[config.mk]
export PLATFORM = sky130hd
export DESIGN_NAME = io_hub
export DESIGN_NICKNAME = d
export VERILOG_FILES = /design/src/logic/io_hub_pkg.sv /design/src/logic/io_port_decoder.sv /design/src/logic/io_reg_slot.sv /design/src/logic/io_read_merge.sv /design/src/logic/io_hub.sv
export SDC_FILE = /design/constraint.sdc
export NUM_CORES = 1
export LEC_CHECK = 0
export BUFFER_PORTS_ARGS = -buffer_cell sky130_fd_sc_hd__buf_2
export CAP_MARGIN = 20
export CORE_MARGIN = 5
export CORE_UTILIZATION = 55
export CTS_BUF_LIST = sky130_fd_sc_hd__clkbuf_8 sky130_fd_sc_hd__clkbuf_16
export DETAILED_ROUTE_END_ITERATION = 10
export PLACE_DENSITY = 0.77
export RECOVER_POWER = 100
export SLEW_MARGIN = 20
export SYNTH_ARGS = -nofsm -noshare
export SYNTH_HDL_FRONTEND = slang
export SYNTH_SLANG_ARGS = --single-unit
[constraint.sdc]
create_clock -name clk_sys -period 6.3 [get_ports clk_sys]
set_input_delay 0.315 -clock clk_sys [delete_from_list [all_inputs] [get_ports clk_sys]]
set_output_delay 0.315 -clock clk_sys [all_outputs]
set_load 0.01 [all_outputs]
[src/logic/io_hub_pkg.sv]
// shared definitions for the legacy I/O hub.
// bus widths, the device window table, the unmapped read value
// and the CPU I/O operation enum.

package io_hub_pkg;

    // CPU I/O address and data widths.
    localparam int IO_ADDR_W = 16;
    localparam int IO_DATA_W = 8;

    // register offset inside a device window, four registers each.
    localparam int SLOT_OFS_W = 2;

    // number of entries in the window table.
    localparam int MAX_SLOTS = 6;

    // window base addresses, each aligned to four.
    // entry k serves slot k, so a smaller NUM_SLOTS drops the tail.
    localparam logic [IO_ADDR_W-1:0] SLOT_BASE [MAX_SLOTS] = '{
        16'h0020,   // interrupt controller master
        16'h0040,   // interval timer
        16'h0060,   // keyboard
        16'h0070,   // real-time clock
        16'h00A0,   // interrupt controller slave
        16'h03C0    // video
    };

    // an empty PC bus floats high.
    localparam logic [IO_DATA_W-1:0] UNMAPPED_DATA = 8'hFF;

    // CPU operation seen in one cycle.
    typedef enum logic [1:0] {
        IO_IDLE    = 2'b00,
        IO_READ    = 2'b01,
        IO_WRITE   = 2'b10,
        IO_ILLEGAL = 2'b11
    } io_op_e;

endpackage

[src/logic/io_port_decoder.sv]
// io_port_decoder: classifies the CPU strobes and matches the port
// address against the device window table. produces one-hot slot
// selects, the register offset and an unmapped-read flag.

`timescale 1ns/1ns

module io_port_decoder #(
    parameter int NUM_SLOTS = io_hub_pkg::MAX_SLOTS
) (
    input  logic                              clk_sys,
    input  logic [io_hub_pkg::IO_ADDR_W-1:0]  i_io_address,
    input  logic                              i_io_read,
    input  logic                              i_io_write,
    input  logic [io_hub_pkg::IO_DATA_W-1:0]  i_io_writedata,
    output logic [NUM_SLOTS-1:0]              o_slot_rd_sel,
    output logic [NUM_SLOTS-1:0]              o_slot_wr_sel,
    output logic [io_hub_pkg::SLOT_OFS_W-1:0] o_reg_ofs,
    output logic [io_hub_pkg::IO_DATA_W-1:0]  o_wr_data,
    output logic                              o_unmapped_rd
);

    localparam int ADDR_W = io_hub_pkg::IO_ADDR_W;
    localparam int OFS_W  = io_hub_pkg::SLOT_OFS_W;

    io_hub_pkg::io_op_e   io_op;
    logic [NUM_SLOTS-1:0] hit;
    logic                 op_read;
    logic                 op_write;

    // strobe classification.
    always_comb begin
        case ({i_io_write, i_io_read})
            2'b01:   io_op = io_hub_pkg::IO_READ;
            2'b10:   io_op = io_hub_pkg::IO_WRITE;
            2'b11:   io_op = io_hub_pkg::IO_ILLEGAL;
            default: io_op = io_hub_pkg::IO_IDLE;
        endcase
    end

    // an illegal cycle selects nothing.
    assign op_read  = (io_op == io_hub_pkg::IO_READ);
    assign op_write = (io_op == io_hub_pkg::IO_WRITE);

    // window match on the address above the register offset.
    for (genvar k = 0; k < NUM_SLOTS; k++) begin : g_hit
        assign hit[k] = (i_io_address[ADDR_W-1:OFS_W] ==
                         io_hub_pkg::SLOT_BASE[k][ADDR_W-1:OFS_W]);
    end

    assign o_slot_rd_sel = hit & {NUM_SLOTS{op_read}};
    assign o_slot_wr_sel = hit & {NUM_SLOTS{op_write}};

    // offset and data are shared by all slots, the selects pick one.
    assign o_reg_ofs = i_io_address[OFS_W-1:0];
    assign o_wr_data = i_io_writedata;

    // reads that miss every window are answered by the merge.
    // unmapped writes simply select nothing.
    assign o_unmapped_rd = op_read && (hit == '0);

    // the CPU issues one operation per cycle.
    a_no_illegal_op: assert property (
        @(posedge clk_sys) io_op != io_hub_pkg::IO_ILLEGAL
    ) else $error("read and write strobes high in the same cycle");

    // windows in the table must not overlap.
    a_hit_onehot: assert property (
        @(posedge clk_sys) $onehot0(hit)
    ) else $error("port 0x%h hits more than one window", i_io_address);

endmodule

[src/logic/io_reg_slot.sv]
// io_reg_slot: one device window of four byte registers.
// writes land at the strobe edge, reads return registered data
// with a one-cycle valid.

`timescale 1ns/1ns

module io_reg_slot (
    input  logic                              clk_sys,
    input  logic                              i_rst_n,
    input  logic                              i_rd_sel,
    input  logic                              i_wr_sel,
    input  logic [io_hub_pkg::SLOT_OFS_W-1:0] i_reg_ofs,
    input  logic [io_hub_pkg::IO_DATA_W-1:0]  i_wr_data,
    output logic [io_hub_pkg::IO_DATA_W-1:0]  o_rd_data,
    output logic                              o_rd_valid
);

    localparam int NUM_REGS = 1 << io_hub_pkg::SLOT_OFS_W;

    logic [io_hub_pkg::IO_DATA_W-1:0] regs [NUM_REGS];

    // register file, cleared at reset as the device state would be.
    always_ff @(posedge clk_sys) begin
        if (!i_rst_n) begin
            for (int i = 0; i < NUM_REGS; i++) begin
                regs[i] <= '0;
            end
        end else if (i_wr_sel) begin
            regs[i_reg_ofs] <= i_wr_data;
        end
    end

    // read return.
    // data falls back to zero when idle so the merge can OR all slots.
    always_ff @(posedge clk_sys) begin
        if (!i_rst_n) begin
            o_rd_data  <= '0;
            o_rd_valid <= 1'b0;
        end else begin
            o_rd_valid <= i_rd_sel;
            if (i_rd_sel) begin
                o_rd_data <= regs[i_reg_ofs];
            end else begin
                o_rd_data <= '0;
            end
        end
    end

    // the decoder never selects a slot for both directions at once.
    a_no_rd_wr_overlap: assert property (
        @(posedge clk_sys) disable iff (!i_rst_n)
        !(i_rd_sel && i_wr_sel)
    ) else $error("slot read- and write-selected in the same cycle");

endmodule

[src/logic/io_read_merge.sv]
// io_read_merge: collects slot read returns and unmapped reads into
// the registered CPU read data and valid pair.

`timescale 1ns/1ns

module io_read_merge #(
    parameter int NUM_SLOTS = io_hub_pkg::MAX_SLOTS
) (
    input  logic                                       clk_sys,
    input  logic                                       i_rst_n,
    input  logic [NUM_SLOTS*io_hub_pkg::IO_DATA_W-1:0] i_slot_rd_data,
    input  logic [NUM_SLOTS-1:0]                       i_slot_rd_valid,
    input  logic                                       i_unmapped_rd,
    output logic [io_hub_pkg::IO_DATA_W-1:0]           o_io_readdata,
    output logic                                       o_io_readdatavalid
);

    localparam int DATA_W = io_hub_pkg::IO_DATA_W;

    logic              unmapped_q;
    logic [DATA_W-1:0] slot_data_or;
    logic              any_valid;

    // the slots take one cycle to answer, so the miss waits one too.
    always_ff @(posedge clk_sys) begin
        if (!i_rst_n) begin
            unmapped_q <= 1'b0;
        end else begin
            unmapped_q <= i_unmapped_rd;
        end
    end

    // idle slots return zero, so an OR picks the active one.
    always_comb begin
        slot_data_or = '0;
        for (int k = 0; k < NUM_SLOTS; k++) begin
            slot_data_or = slot_data_or | i_slot_rd_data[k*DATA_W +: DATA_W];
        end
    end

    assign any_valid = (|i_slot_rd_valid) || unmapped_q;

    // output stage toward the CPU.
    always_ff @(posedge clk_sys) begin
        if (!i_rst_n) begin
            o_io_readdata      <= '0;
            o_io_readdatavalid <= 1'b0;
        end else begin
            o_io_readdatavalid <= any_valid;
            if (unmapped_q) begin
                o_io_readdata <= io_hub_pkg::UNMAPPED_DATA;
            end else begin
                o_io_readdata <= slot_data_or;
            end
        end
    end

    // one read per cycle upstream means one answer per cycle here.
    a_single_source: assert property (
        @(posedge clk_sys) disable iff (!i_rst_n)
        $onehot0({i_slot_rd_valid, unmapped_q})
    ) else $error("more than one read source valid in a cycle");

endmodule

[src/logic/io_hub.sv]
// io_hub: CPU legacy I/O port path.
// address decoder, one register slot per device window and the
// read-return merge. reads answer two cycles after the strobe.

`timescale 1ns/1ns

module io_hub #(
    parameter int NUM_SLOTS = io_hub_pkg::MAX_SLOTS
) (
    input  logic                             clk_sys,
    input  logic                             i_rst_n,
    input  logic [io_hub_pkg::IO_ADDR_W-1:0] i_io_address,
    input  logic                             i_io_read,
    input  logic                             i_io_write,
    input  logic [io_hub_pkg::IO_DATA_W-1:0] i_io_writedata,
    output logic [io_hub_pkg::IO_DATA_W-1:0] o_io_readdata,
    output logic                             o_io_readdatavalid
);

    localparam int DATA_W = io_hub_pkg::IO_DATA_W;

    // decoder to slots.
    logic [NUM_SLOTS-1:0]              slot_rd_sel;
    logic [NUM_SLOTS-1:0]              slot_wr_sel;
    logic [io_hub_pkg::SLOT_OFS_W-1:0] reg_ofs;
    logic [DATA_W-1:0]                 wr_data;
    logic                              unmapped_rd;

    // slot returns, packed flat for the merge.
    logic [NUM_SLOTS*DATA_W-1:0]       slot_rd_data;
    logic [NUM_SLOTS-1:0]              slot_rd_valid;

    io_port_decoder #(
        .NUM_SLOTS (NUM_SLOTS)
    ) u_decoder (
        .clk_sys        (clk_sys),
        .i_io_address   (i_io_address),
        .i_io_read      (i_io_read),
        .i_io_write     (i_io_write),
        .i_io_writedata (i_io_writedata),
        .o_slot_rd_sel  (slot_rd_sel),
        .o_slot_wr_sel  (slot_wr_sel),
        .o_reg_ofs      (reg_ofs),
        .o_wr_data      (wr_data),
        .o_unmapped_rd  (unmapped_rd)
    );

    // one slot per window of the table, in table order.
    for (genvar k = 0; k < NUM_SLOTS; k++) begin : g_slot
        io_reg_slot u_slot (
            .clk_sys    (clk_sys),
            .i_rst_n    (i_rst_n),
            .i_rd_sel   (slot_rd_sel[k]),
            .i_wr_sel   (slot_wr_sel[k]),
            .i_reg_ofs  (reg_ofs),
            .i_wr_data  (wr_data),
            .o_rd_data  (slot_rd_data[k*DATA_W +: DATA_W]),
            .o_rd_valid (slot_rd_valid[k])
        );
    end

    io_read_merge #(
        .NUM_SLOTS (NUM_SLOTS)
    ) u_merge (
        .clk_sys            (clk_sys),
        .i_rst_n            (i_rst_n),
        .i_slot_rd_data     (slot_rd_data),
        .i_slot_rd_valid    (slot_rd_valid),
        .i_unmapped_rd      (unmapped_rd),
        .o_io_readdata      (o_io_readdata),
        .o_io_readdatavalid (o_io_readdatavalid)
    );

endmodule

==> results_dict.tcl <==
set metrics [dict create \
    cp-end-kind "flip-flop" \
    drt_iter0_markers 948 \
    start_util_pct 56.10 \
    path_cells "clkbuf_1 > nor4b_1 > nand3_1 > o21ai_0" \
    synth.most_common_cell "edfxtp_1" \
    firstDrtPassIters 5 \
    ys_warn_count 0 \
    antennaDiodeCount 0 \
    fin_crit_sh_pct 69.59 \
    criticalPathCategory "input pin to flip-flop" \
    fp.coreArea_sq_um 18830 \
    skew_ns 0.01685 \
    cp-start-kind "input pin" \
    clockBufferDepth 3 \
    violations "max-capacitance violations, max-slew violations" \
    path_clk_slew_ns 0.06 \
    hold_path_class "input pin to flip-flop" \
    crit_start "i_io_address[7]" \
    cp.depth 4 \
    arrival_ns 4.52 \
    fin_tns_setup_ns 0 \
    grt_pass1_wl_microns 39360 \
    crit_path_end "g_slot[2].u_slot.regs[0][5]" \
    clock_sinks 256 \
    status "complete, but fails checks" \
    worst_slew_pin_slew_ns 2.073 \
    yosysSeqAreaShare_pct 66.71 \
    yosys_register_bits 256 \
    fillers 1376 \
    final_area_sq_um 11630 \
    antenna_found_initial 0 \
    finalHoldViolCount 0 \
    setup_ws_ns 1.916 \
    r2r_start "g_slot[5].u_slot.regs[3][5]" \
    syn-mean-instance-area_sq_um 13.92 \
    utilization_pct 61.78 \
    ys_types 30 \
    drive_gt1_share_pct 15.86 \
    die_h_microns 148.6 \
    ir_drop_mv 0.1502 \
    hold_buffers 0 \
    synthesis.nets 787 \
    grt_pass1_vias 6681 \
    syn_inst 759 \
    place_area_sq_um 10810 \
    place.gp.congestion 0.8731 \
    r2r-end "g_slot[5].u_slot.o_rd_data[5]" \
    cts_setup_buffers 0 \
    r2r_slack_ns 4.98 \
    nNetsFinal 777 \
    synth_flop_cell "edfxtp_1" \
    htree_levels 1 \
    final_max_slew_viol_count 271 \
    ios 37 \
    drt-total-wl_microns 26170 \
    fp-row-count 50 \
    num_vias 6786 \
    pre_cts_ws_ns 2.259 \
    netlist_area_sq_um 10560 \
    grt_usage_pct 23.83 \
    die_w_microns 148.6 \
    grt_max_degree 91 \
    fin_crit_ns 4.384 \
    finalSetupViolCount 0 \
    synth_area_leaders "edfxtp_1 (55%), dfxtp_1 (12%), mux4_2 (10%)" \
    vias_per_cell 6.595 \
    cts_root_buf "clkbuf_16" \
    fmax_ghz 0.2281 \
    post_cts_resized 0 \
    whs_path_depth 4 \
    synthTopCellsByCount "edfxtp_1 (192), nor3_1 (170), clkbuf_1 (67), dfxtp_1 (64)" \
    p_per_area_nw_per_um2 314.0 \
    wl_per_cell_microns 25.43 \
    cp_max_fo 41 \
    remaining_drc_errors 0 \
    grt_overflow_total 0 \
    yosysTopAreaCell "edfxtp_1" \
    crit_path_top_delay_cell "o21ai_0" \
    critPathMaxStageDelay_ns 1.31 \
    rsz0062_at_grt "false" \
    synth_top_cell_area_share_pct 54.58 \
    required_ns 6.43 \
    post-dp-hpwl_microns 16680 \
    cts_made_buffers 26 \
    critPathTopFamily "simple AND/OR/NAND/NOR gates" \
    worst-path-buf-inv 1 \
    final_cells 1029 \
    port_buffers 36 \
    relSlewSlack_pct -38.55 \
    dieArea_sq_um 22080 \
    synth_edf_count 192 \
    synthArstFlopShare_pct 0 \
    r2r.worst_path.cells 2 \
    layout-area-overhead-vs-synth_pct 10.13 \
    final_antenna_net_count 0 \
    power_leakage_nw 3.511 \
    clock_latency_ns 0.54 \
    cts_tree "yes" \
    place_inst 981 \
    max_cap_violations 6 \
]
==> routing by layer <==
layer	GRT usage, %	routed length (microns)	vias to the layer above
met5	0	0	-
met4	10.90	1332	0
met3	5.545	2804	88
met2	37.26	12150	447
met1	32.08	9879	3328
li1	-	-	2923
==> worst register-to-register path, delay by kind of cell, from the launching register on <==
kind | cells | cell delay, ns
DFF | 1 | 0.41
muxes | 1 | 0.52
and+or+nand+nor | 1 | 0.17
==> worst min path at each step <==
stage | startpoint | end | slack, ns
after CTS | i_io_address[12] | u_merge.unmapped_q | 0.14
after global routing | i_io_address[3] | u_merge.unmapped_q | 0.21
final | i_io_address[8] | u_merge.unmapped_q | 0.19
after floorplan | g_slot[5].u_slot.o_rd_data[0] | u_merge.o_io_readdata[0] | 0.48
after detailed placement | g_slot[3].u_slot.o_rd_valid | u_merge.o_io_readdatavalid | 0.50
after global placement | g_slot[1].u_slot.o_rd_data[0] | u_merge.o_io_readdata[0] | 0.52
==> cells by family (layout without fill, tap and decap cells) <==
family / after synthesis / count (layout) / synth area share, %
AOI/OAI and AO/OA: 35 / 35 / 2.049
buffers and inverters: 88 / 98 / 3.233
DFF: 256 / 256 / 66.71
muxes: 48 / 48 / 10.23
and+or+nand+nor: 332 / 332 / 17.78
==> sequential cells by signal, summed over array words and instances, names as in the netlist <==
name                        count
u_merge.o_io_readdatavalid      1
g_slot.u_slot.regs            192
u_merge.unmapped_q              1
u_merge.o_io_readdata           8
g_slot.u_slot.o_rd_valid        6
g_slot.u_slot.o_rd_data        48
==> final cells by class <==
cell class                 count  area, sq um  area share (%)
sequential                   256         7047           60.57
tap                          260        325.3           2.796
multi-input combinational    415         3141           26.99
clock buffer                  32        778.2           6.690
timing repair buffer          42        206.4           1.775
clock inverter                16        106.4          0.9142
inverter                       8        30.03          0.2581
==> stage by stage <==
step	hold WS, ns	total power [mW]
2_1_floorplan	0.4768	2.055
3_3_place_gp	0.5190	2.126
3_5_place_dp	0.5047	2.133
4_1_cts	0.1445	3.654
5_1_grt	0.2108	3.746
6_report	0.1852	3.653
==> where the power goes <==
group / leakage, nW / internal, mW / switching [mW]
Clock: 0.449 / 0.916 / 0.638
Sequential: 2.34 / 1.88 / 0.0277
Combinational: 0.724 / 0.0742 / 0.121
Total: 3.51 / 2.87 / 0.787
==> layout by cell type, fill, tap and decap left out, drive strengths merged <==
master    count
edfxtp      192
nor3        170
dfxtp        64
mux4         48
nor3b        48
clkbuf       45
nor4         43
nand2        38
buf          29
o21ai        20
inv          12
clkinv       10
nor2          9
a21boi        9
nand3         8
o31ai         4
nand4         4
and3b         3
nor2b         3
nand2b        2
nor4b         2
and3          1
and2          1
a311oi        1
a32o          1
clkinvlp      1
bufinv        1
Note: power is estimated with default switching activity, not from simulation.
